<file path="config.mk">
export PLATFORM = sky130hd
export DESIGN_NAME = core_bus_top
export DESIGN_NICKNAME = d
export VERILOG_FILES = /design/src/common/bus_pkg.sv /design/src/logic/core_bus_top.sv /design/src/logic/clint.sv /design/src/xbar/xbar.sv
export SDC_FILE = /design/constraint.sdc
export NUM_CORES = 1
export LEC_CHECK = 0
export BUFFER_PORTS_ARGS = -buffer_cell sky130_fd_sc_hd__buf_2
export CAP_MARGIN = 5
export CELL_PAD_IN_SITES_DETAIL_PLACEMENT = 1
export CELL_PAD_IN_SITES_GLOBAL_PLACEMENT = 1
export CORE_AREA = 2 2 165 167
export DETAILED_ROUTE_END_ITERATION = 12
export DIE_AREA = 0 0 167 169
export GPL_TIMING_DRIVEN = 0
export PLACE_DENSITY = 0.69
export SYNTH_ARGS = -nofsm -noshare
export SYNTH_HDL_FRONTEND = slang
export SYNTH_SLANG_ARGS = --single-unit
</file>
<file path="constraint.sdc">
create_clock -name clock -period 11.5 [get_ports clock]
set_clock_uncertainty 0.15 [all_clocks]
set_input_delay 1.15 -clock clock [delete_from_list [all_inputs] [get_ports clock]]
set_output_delay 1.15 -clock clock [all_outputs]
set_load 0.05 [all_outputs]
</file>
<file path="src/common/bus_pkg.sv">
package bus_pkg;

	localparam logic [1:0] resp_okay   = 2'd0;
	localparam logic [1:0] resp_slverr = 2'd2;
	localparam logic [1:0] burst_incr  = 2'd1;

	// external AXI4 master channels
	typedef struct packed {
		logic [31:0] addr;
		logic [3:0]  id;
		logic [7:0]  len;
		logic [2:0]  size;
		logic [1:0]  burst;
	} axi_ar_t;

	typedef struct packed {
		logic [31:0] data;
		logic [1:0]  resp;
		logic        last;
		logic [3:0]  id;
	} axi_r_t;

	typedef struct packed {
		logic [31:0] addr;
		logic [3:0]  id;
		logic [7:0]  len;
		logic [2:0]  size;
		logic [1:0]  burst;
	} axi_aw_t;

	typedef struct packed {
		logic [31:0] data;
		logic [3:0]  strb;
		logic        last;
	} axi_w_t;

	typedef struct packed {
		logic [1:0] resp;
		logic [3:0] id;
	} axi_b_t;

	// core side
	typedef struct packed {
		logic [31:0] addr;
		logic [3:0]  len;
		logic [1:0]  burst;
	} ifu_ar_t;

	typedef struct packed {
		logic [31:0] data;
		logic [1:0]  resp;
		logic        last;
	} ifu_r_t;

	typedef struct packed {
		logic [31:0] addr;
		logic [2:0]  size;
	} lsu_ar_t;

	typedef struct packed {
		logic [31:0] data;
		logic [1:0]  resp;
	} lite_r_t;

	typedef struct packed {
		logic [31:0] addr;
	} lite_ar_t;

	typedef struct packed {
		logic [31:0] addr;
		logic [2:0]  size;
	} lsu_aw_t;

	typedef struct packed {
		logic [31:0] data;
		logic [3:0]  strb;
	} lsu_w_t;

	typedef struct packed {
		logic [1:0] resp;
	} lsu_b_t;

endpackage
</file>
<file path="src/logic/core_bus_top.sv">
`timescale 1ns/100ps

module core_bus_top #(
	parameter logic [31:0] clint_base = 32'h0200_0000,
	parameter logic [31:0] clint_size = 32'h0001_0000
) (
	input  logic             clock,
	input  logic             rst_n,

	input  bus_pkg::ifu_ar_t ifu_ar,
	input  logic             ifu_ar_valid,
	output logic             ifu_ar_ready,
	output bus_pkg::ifu_r_t  ifu_r,
	output logic             ifu_r_valid,
	input  logic             ifu_r_ready,

	input  bus_pkg::lsu_ar_t lsu_ar,
	input  logic             lsu_ar_valid,
	output logic             lsu_ar_ready,
	output bus_pkg::lite_r_t lsu_r,
	output logic             lsu_r_valid,
	input  logic             lsu_r_ready,

	input  bus_pkg::lsu_aw_t lsu_aw,
	input  logic             lsu_aw_valid,
	output logic             lsu_aw_ready,
	input  bus_pkg::lsu_w_t  lsu_w,
	input  logic             lsu_w_valid,
	output logic             lsu_w_ready,
	output bus_pkg::lsu_b_t  lsu_b,
	output logic             lsu_b_valid,
	input  logic             lsu_b_ready,

	output bus_pkg::axi_ar_t m_ar,
	output logic             m_ar_valid,
	input  logic             m_ar_ready,
	input  bus_pkg::axi_r_t  m_r,
	input  logic             m_r_valid,
	output logic             m_r_ready,
	output bus_pkg::axi_aw_t m_aw,
	output logic             m_aw_valid,
	input  logic             m_aw_ready,
	output bus_pkg::axi_w_t  m_w,
	output logic             m_w_valid,
	input  logic             m_w_ready,
	input  bus_pkg::axi_b_t  m_b,
	input  logic             m_b_valid,
	output logic             m_b_ready
);

	// crossbar to timer
	bus_pkg::lite_ar_t clint_ar;
	logic              clint_ar_valid;
	logic              clint_ar_ready;
	bus_pkg::lite_r_t  clint_r;
	logic              clint_r_valid;
	logic              clint_r_ready;

	xbar #(
		.clint_base(clint_base),
		.clint_size(clint_size)
	) xbar_inst (
		.clock          (clock),
		.rst_n          (rst_n),
		.ifu_ar         (ifu_ar),
		.ifu_ar_valid   (ifu_ar_valid),
		.ifu_ar_ready   (ifu_ar_ready),
		.ifu_r          (ifu_r),
		.ifu_r_valid    (ifu_r_valid),
		.ifu_r_ready    (ifu_r_ready),
		.lsu_ar         (lsu_ar),
		.lsu_ar_valid   (lsu_ar_valid),
		.lsu_ar_ready   (lsu_ar_ready),
		.lsu_r          (lsu_r),
		.lsu_r_valid    (lsu_r_valid),
		.lsu_r_ready    (lsu_r_ready),
		.lsu_aw         (lsu_aw),
		.lsu_aw_valid   (lsu_aw_valid),
		.lsu_aw_ready   (lsu_aw_ready),
		.lsu_w          (lsu_w),
		.lsu_w_valid    (lsu_w_valid),
		.lsu_w_ready    (lsu_w_ready),
		.lsu_b          (lsu_b),
		.lsu_b_valid    (lsu_b_valid),
		.lsu_b_ready    (lsu_b_ready),
		.m_ar           (m_ar),
		.m_ar_valid     (m_ar_valid),
		.m_ar_ready     (m_ar_ready),
		.m_r            (m_r),
		.m_r_valid      (m_r_valid),
		.m_r_ready      (m_r_ready),
		.m_aw           (m_aw),
		.m_aw_valid     (m_aw_valid),
		.m_aw_ready     (m_aw_ready),
		.m_w            (m_w),
		.m_w_valid      (m_w_valid),
		.m_w_ready      (m_w_ready),
		.m_b            (m_b),
		.m_b_valid      (m_b_valid),
		.m_b_ready      (m_b_ready),
		.clint_ar       (clint_ar),
		.clint_ar_valid (clint_ar_valid),
		.clint_ar_ready (clint_ar_ready),
		.clint_r        (clint_r),
		.clint_r_valid  (clint_r_valid),
		.clint_r_ready  (clint_r_ready)
	);

	clint clint_inst (
		.clock    (clock),
		.rst_n    (rst_n),
		.ar       (clint_ar),
		.ar_valid (clint_ar_valid),
		.ar_ready (clint_ar_ready),
		.r        (clint_r),
		.r_valid  (clint_r_valid),
		.r_ready  (clint_r_ready)
	);

endmodule

</file>
<file path="src/logic/clint.sv">
`timescale 1ns/100ps

module clint (
	input  logic              clock,
	input  logic              rst_n,

	input  bus_pkg::lite_ar_t ar,
	input  logic              ar_valid,
	output logic              ar_ready,

	output bus_pkg::lite_r_t  r,
	output logic              r_valid,
	input  logic              r_ready
);

	localparam logic [15:0] mtime_lo_off = 16'hbff8;
	localparam logic [15:0] mtime_hi_off = 16'hbffc;

	logic [63:0] mtime;
	logic [15:0] offset;
	logic        ar_fire;
	logic [31:0] rd_data;
	logic [1:0]  rd_resp;

	// free-running machine timer
	always_ff @(posedge clock or negedge rst_n) begin
		if (!rst_n)
			mtime <= 64'd0;
		else
			mtime <= mtime + 64'd1;
	end

	assign offset   = ar.addr[15:0]; // window base is decoded upstream
	assign ar_ready = ~r_valid;
	assign ar_fire  = ar_valid & ar_ready;

	always_comb begin
		case (offset)
			mtime_lo_off: begin
				rd_data = mtime[31:0];
				rd_resp = bus_pkg::resp_okay;
			end
			mtime_hi_off: begin
				rd_data = mtime[63:32];
				rd_resp = bus_pkg::resp_okay;
			end
			default: begin
				rd_data = 32'd0;
				rd_resp = bus_pkg::resp_slverr;
			end
		endcase
	end

	always_ff @(posedge clock or negedge rst_n) begin
		if (!rst_n)
			r_valid <= 1'b0;
		else if (ar_fire)
			r_valid <= 1'b1;
		else if (r_ready)
			r_valid <= 1'b0; // beat taken
	end

	// response payload held until accepted
	always_ff @(posedge clock) begin
		if (ar_fire) begin
			r.data <= rd_data;
			r.resp <= rd_resp;
		end
	end

endmodule

</file>
<file path="src/xbar/xbar.sv">
`timescale 1ns/100ps

module xbar #(
	parameter logic [31:0] clint_base = 32'h0200_0000,
	parameter logic [31:0] clint_size = 32'h0001_0000
) (
	input  logic              clock,
	input  logic              rst_n,

	input  bus_pkg::ifu_ar_t  ifu_ar,
	input  logic              ifu_ar_valid,
	output logic              ifu_ar_ready,
	output bus_pkg::ifu_r_t   ifu_r,
	output logic              ifu_r_valid,
	input  logic              ifu_r_ready,

	input  bus_pkg::lsu_ar_t  lsu_ar,
	input  logic              lsu_ar_valid,
	output logic              lsu_ar_ready,
	output bus_pkg::lite_r_t  lsu_r,
	output logic              lsu_r_valid,
	input  logic              lsu_r_ready,

	input  bus_pkg::lsu_aw_t  lsu_aw,
	input  logic              lsu_aw_valid,
	output logic              lsu_aw_ready,
	input  bus_pkg::lsu_w_t   lsu_w,
	input  logic              lsu_w_valid,
	output logic              lsu_w_ready,
	output bus_pkg::lsu_b_t   lsu_b,
	output logic              lsu_b_valid,
	input  logic              lsu_b_ready,

	output bus_pkg::axi_ar_t  m_ar,
	output logic              m_ar_valid,
	input  logic              m_ar_ready,
	input  bus_pkg::axi_r_t   m_r,
	input  logic              m_r_valid,
	output logic              m_r_ready,
	output bus_pkg::axi_aw_t  m_aw,
	output logic              m_aw_valid,
	input  logic              m_aw_ready,
	output bus_pkg::axi_w_t   m_w,
	output logic              m_w_valid,
	input  logic              m_w_ready,
	input  bus_pkg::axi_b_t   m_b,
	input  logic              m_b_valid,
	output logic              m_b_ready,

	output bus_pkg::lite_ar_t clint_ar,
	output logic              clint_ar_valid,
	input  logic              clint_ar_ready,
	input  bus_pkg::lite_r_t  clint_r,
	input  logic              clint_r_valid,
	output logic              clint_r_ready
);

	logic ifu_reading;
	logic lsu_reading;
	logic lsu_to_clint; // target latched with the grant
	logic idle;
	logic lsu_grant;
	logic ifu_grant;
	logic ifu_done;
	logic lsu_done;
	logic lsu_hit_clint;
	logic lsu_soc;
	logic lsu_clint;

	assign lsu_hit_clint = (lsu_ar.addr >= clint_base) &&
		(lsu_ar.addr < clint_base + clint_size);

	assign idle      = ~ifu_reading & ~lsu_reading;
	assign lsu_grant = idle & lsu_ar_valid; // lsu has priority
	assign ifu_grant = idle & ~lsu_ar_valid & ifu_ar_valid;
	assign ifu_done  = ifu_r_valid & ifu_r_ready & ifu_r.last;
	assign lsu_done  = lsu_r_valid & lsu_r_ready;

	always_ff @(posedge clock or negedge rst_n) begin
		if (!rst_n) begin
			ifu_reading  <= 1'b0;
			lsu_reading  <= 1'b0;
			lsu_to_clint <= 1'b0;
		end else begin
			ifu_reading <= ifu_grant | (ifu_reading & ~ifu_done);
			lsu_reading <= lsu_grant | (lsu_reading & ~lsu_done);
			if (lsu_grant)
				lsu_to_clint <= lsu_hit_clint;
		end
	end

	assign lsu_soc   = lsu_reading & ~lsu_to_clint;
	assign lsu_clint = lsu_reading & lsu_to_clint;

	// read address toward the owner's target
	always_comb begin
		m_ar = '0; // id stays 0
		if (ifu_reading) begin
			m_ar.addr  = ifu_ar.addr;
			m_ar.len   = {4'd0, ifu_ar.len};
			m_ar.size  = 3'd2;
			m_ar.burst = ifu_ar.burst;
		end else if (lsu_soc) begin
			m_ar.addr = lsu_ar.addr;
			m_ar.size = lsu_ar.size; // single beat with len and burst 0
		end
	end

	always_comb begin
		clint_ar = '0;
		if (lsu_clint)
			clint_ar.addr = lsu_ar.addr;
	end

	assign m_ar_valid     = (ifu_reading & ifu_ar_valid) | (lsu_soc & lsu_ar_valid);
	assign clint_ar_valid = lsu_clint & lsu_ar_valid;
	assign ifu_ar_ready   = ifu_reading & m_ar_ready;
	assign lsu_ar_ready   = (lsu_soc & m_ar_ready) | (lsu_clint & clint_ar_ready);

	// read data back to the owner
	assign m_r_ready     = (ifu_reading & ifu_r_ready) | (lsu_soc & lsu_r_ready);
	assign clint_r_ready = lsu_clint & lsu_r_ready;
	assign ifu_r_valid   = ifu_reading & m_r_valid;
	assign lsu_r_valid   = (lsu_soc & m_r_valid) | (lsu_clint & clint_r_valid);

	always_comb begin
		ifu_r = '0;
		if (ifu_reading) begin
			ifu_r.data = m_r.data;
			ifu_r.resp = m_r.resp;
			ifu_r.last = m_r.last;
		end
	end

	always_comb begin
		lsu_r = '0;
		if (lsu_soc) begin
			lsu_r.data = m_r.data;
			lsu_r.resp = m_r.resp;
		end else if (lsu_clint) begin
			lsu_r = clint_r;
		end
	end

	// writes go straight out as single beats
	always_comb begin
		m_aw       = '0;
		m_aw.addr  = lsu_aw.addr;
		m_aw.size  = lsu_aw.size;
		m_w.data   = lsu_w.data;
		m_w.strb   = lsu_w.strb;
		m_w.last   = lsu_w_valid; // every beat is the last
		lsu_b.resp = m_b.resp;
	end

	assign m_aw_valid   = lsu_aw_valid;
	assign lsu_aw_ready = m_aw_ready;
	assign m_w_valid    = lsu_w_valid;
	assign lsu_w_ready  = m_w_ready;
	assign lsu_b_valid  = m_b_valid;
	assign m_b_ready    = lsu_b_ready;

endmodule

</file>
* Word level (Yosys, flattened, before mapping) *
Index checks and enable logic that the tools add are counted.

storage, ports and cells
  flip-flop bits (word level) = 102
  logic and storage cells = 66
  input port bits = 203

operators by class
  magnitude comparators = 2
  equal/unequal tests = 2
  bitwise gates (word level) = 37
  add/sub/neg operators = 1
  mux-type cells = 14
  reductions and logical operators = 3

operator list
  cell                   number
  $mux 34                2
  $add 64x1->64 const B  1
  $mux 32                2
  $pmux 32 s2            1
  $mux 35                1
  $eq 16x16->1 const B   2
  $ge 32x26->1 const B   1
  $lt 32x26->1 const B   1
  $and 1x1->1            24
  $mux 16                1
  $not 1->1              7
  $mux 3                 2
  $or 1x1->1             6
  $mux 2                 2
  $mux 4                 1
  $mux 1                 2
  $reduce_bool 2->1      1
  $reduce_or 2->1        1
  $logic_and 1x1->1      1

* Longest topological paths before layout *
  depth after elaboration = 8
  gate-level depth with buffers = 7

* Cells and area by module *
From an unflattened synthesis, not the netlist that was laid out.

second synthesis, totals
  cells, all modules = 744
  area total of the unflattened synthesis = 7078.0 um^2

by module, submodules not included
  module  times used  area an instance (um^2)  cells an instance  sequential area each (um^2)
  clint   1           4585.6                   407                2617.5
  xbar    1           2492.4                   337                75.1

* Least setup slack after synthesis *
Ideal clock, no wire load.

  path type = input to register
  start point = input lsu_ar_valid
  end point = register clint_inst.r[10] (netlist bit) (enable)
  data arrival time = 3.645 ns
  slack = 7.232 ns
  stages = 1
  required time = 10.876 ns
  cells stage by stage = nor3b_1

on the way
  cells in the longest elaborated chain, start to end = 2

RTL lines
  item                line                text
  start: declaration  core_bus_top.sv:18  input logic lsu_ar_valid,
  $and 1x1->1         xbar.sv:116         assign clint_ar_valid = lsu_clint & lsu_ar_valid;
  $and 1x1->1         clint.sv:35         assign ar_fire = ar_valid & ar_ready;
  end: declaration    clint.sv:11         output bus_pkg::lite_r_t r,

No other way between the ends.
A chain may end at the register's enable or synchronous reset.

==> out/qor.csv <==
metric;value;unit
die_h;169;µm
clk_pin_slew_worst_paths;0.07;ns
clkPwrFrac;17.9;%
finalCritPeriodShare;35.5;%
path_max_fanout;10;
fin_nets;1244;
setup_slack;7.42;ns
antenna_found_initial;10;
peakVddDrop;0.0881;mV
cpPeakStageDelay;0.74;ns
drt_iter0_drc;380;
grtUsageTotal;22.6;%
place_hpwl;28700;µm
synthFlopType;dfrtp_1;
cp-endpoint;m_ar[19];
drt-vias-per-instance;4.66;
critPathLaunch;lsu_ar[5];
r2r_start;clint_inst.mtime[0];
clock_path_buffers;2;
yosys-top-cells-count;buf_4 (103), dfrtp_1 (68), mux2i_1 (67);
io_pins;421;
die_x;167;µm
cts_root_buf;clkbuf_16;
p_sw;988;µW
fin_cells;1390;
hold_buffers;0;
status;completed;
yosysWarningCount;0;
yosysSeqAreaShare;39.6;%
relSlewSlack;32.3;%
slew_viol_final;0;
gp_congestion;0.920;
r2r-end;clint_inst.mtime[42];
cap_violations;0;
h-tree-depth;3;
reg2reg_depth;7;
ant_nets;0;
finalSetupViolations;0;
cp_slowest_cell;buf_1;
synth_edf_count;33;
period_minus_slack;4.08;ns
ys_ff_latch;101;
synth.top_cells.by_area;dfrtp_1 (25%), edfxtp_1 (15%), buf_4 (11%);
dp.cells;1370;
end_kind;output pin;
grt-ovfl-total;0;
internal_power;794;µW
worstPathCellList;clkbuf_1, buf_1, a22o_1, buf_2;
hold_violations;0;
cts_tree;done;
clock.fmax;0.245;GHz
cts_inserted_buffers;9;
post_drt_wl_per_cell;23.9;µm
yosysMostFrequentCell;buf_4;
power_leakage;4.47;nW
dieArea;0.0282;mm²
vias;6479;
firstDrtPassIters;6;
reg2reg_slack;9.04;ns
num_rows;60;
cts.sinks;101;
yosysUniqueCellTypes;42;
wirelength;33300;µm
worst_pin_slew;1.01;ns
hp-start;clint_inst.mtime[63];
tns;0;ns
syn_area;0.00680;mm²
p_sw_share;55.4;%
post_cts_resized;0;
port_buffers;310;
rsz0062_at_grt;no;
postCtsSetupRepairBufs;0;
area_growth;35.9;%
arrival;2.78;ns
synth_area_leader_cell;dfrtp_1;
grt_pass1_vias;6568;
p_per_area;193;mW/mm²
seqPwrFrac;21.1;%
p_comb_share;61.0;%
hp-class;reg2reg;
startpoint_type;input port;
drive_gt1_share;43.0;%
worst-setup-path-type;in2out;
synthCells;695;
drc_errors;0;
syn-mean-instance-area;9.78;µm²
clk-insertion-delay-late;0.35;ns
synth_top_area_share;25.0;%
pre_cts_ws;7.39;ns
grt_pass1_wl;46400;µm
core_area;0.0265;mm²
grt_max_degree;55;
start_util;25.7;%
cp.required;10.20;ns
async_flop_share;67.3;%
## worst max-delay path: cells and delay by family
family,cells,cell delay [ns]
buffers and inverters,3,1.39
AO/OA/AOI/OAI,1,0.24
## kinds of logic (layout without fill, tap and decap cells)
family	Yosys count	in the layout	synth area share (%)
other cells	1	26	0.0552
buf+inv	144	473	13.7
simple gates	280	280	23.8
xor+xnor	62	62	7.99
fa+ha+maj	1	1	0.184
compound gates	39	39	4.84
mux	67	67	9.87
flops	101	101	39.6
## final cells by class
| cell class | count | area, µm² |
|---|---|---|
| timing repair buffer | 313 | 1600 |
| tap | 341 | 427 |
| antenna | 4 | 10.0 |
| clock buffer | 13 | 297 |
| fill | 3208 | 17300 |
| clock inverter | 3 | 22.5 |
| multi-input combinational | 471 | 3260 |
| inverter | 9 | 33.8 |
| sequential | 101 | 2690 |
| buffer | 135 | 897 |
## registers in the layout, indices dropped and copies added (netlist names)
signal                  count
clint_inst.r               33
clint_inst.mtime           64
clint_inst.r_valid          1
xbar_inst.lsu_reading       1
xbar_inst.lsu_to_clint      1
xbar_inst.ifu_reading       1
## metrics by stage
step                      instance area, µm²  utilization, %  power, mW  hold slack, ns
after global placement                  8850            33.4       1.47           0.319
after detailed placement                8910            33.6       1.47           0.331
after floorplan                         6880               -       1.15           0.286
final                                   9240            34.9       1.78           0.351
after global routing                    9230            34.8       1.84           0.380
after CTS                               9230            34.8       1.79           0.353
## routing by layer
metal | vias up | GRT usage (%) | wire (µm)
met3 | 43 | 6.06 | 2510
met2 | 238 | 35.1 | 15300
met5 | - | 0 | 48
met4 | 6 | 6.15 | 790
met1 | 3203 | 31.1 | 14700
li1 | 2989 | - | -
## power by group through the flow
stage | clock network, mW | registers, mW | logic, mW
3_5_place_dp | 0 | 0.383 | 1.09
2_1_floorplan | 0 | 0.382 | 0.770
6_report | 0.319 | 0.376 | 1.09
3_3_place_gp | 0 | 0.382 | 1.08
5_1_grt | 0.336 | 0.376 | 1.12
4_1_cts | 0.323 | 0.376 | 1.09
## worst min path at each step
stage	cells after the start	end
floorplan	1	clint_inst.mtime[0]
global placement	1	clint_inst.mtime[63]
detailed placement	1	clint_inst.mtime[43]
CTS	1	clint_inst.mtime[43]
global route	1	clint_inst.mtime[63]
finish	1	clint_inst.mtime[63]
## cell usage in the layout (no fill, tap or decap), types with 2 or more instances in the layout
| cell type | count |
|---|---|
| buf_6 | 2 |
| buf_1 | 6 |
| nor2_1 | 54 |
| buf_2 | 311 |
| clkbuf_16 | 11 |
| a21o_1 | 2 |
| inv_1 | 9 |
| nor4_1 | 7 |
| mux2i_1 | 67 |
| and2_1 | 48 |
| and3_1 | 10 |
| xor2_1 | 25 |
| nand4_1 | 27 |
| xnor2_1 | 37 |
| a22o_1 | 34 |
| diode_2 | 4 |
| clkbuf_1 | 23 |
| dfrtp_1 | 68 |
| nand2_1 | 27 |
| nand4_2 | 3 |
| nand3_1 | 29 |
| nor2b_1 | 36 |
| buf_4 | 104 |
| edfxtp_1 | 33 |
| nor4_2 | 5 |
| conb_1 | 22 |
| nor3_1 | 15 |
| and4_1 | 7 |
No activity file was read; power rests on OpenSTA's default activity.
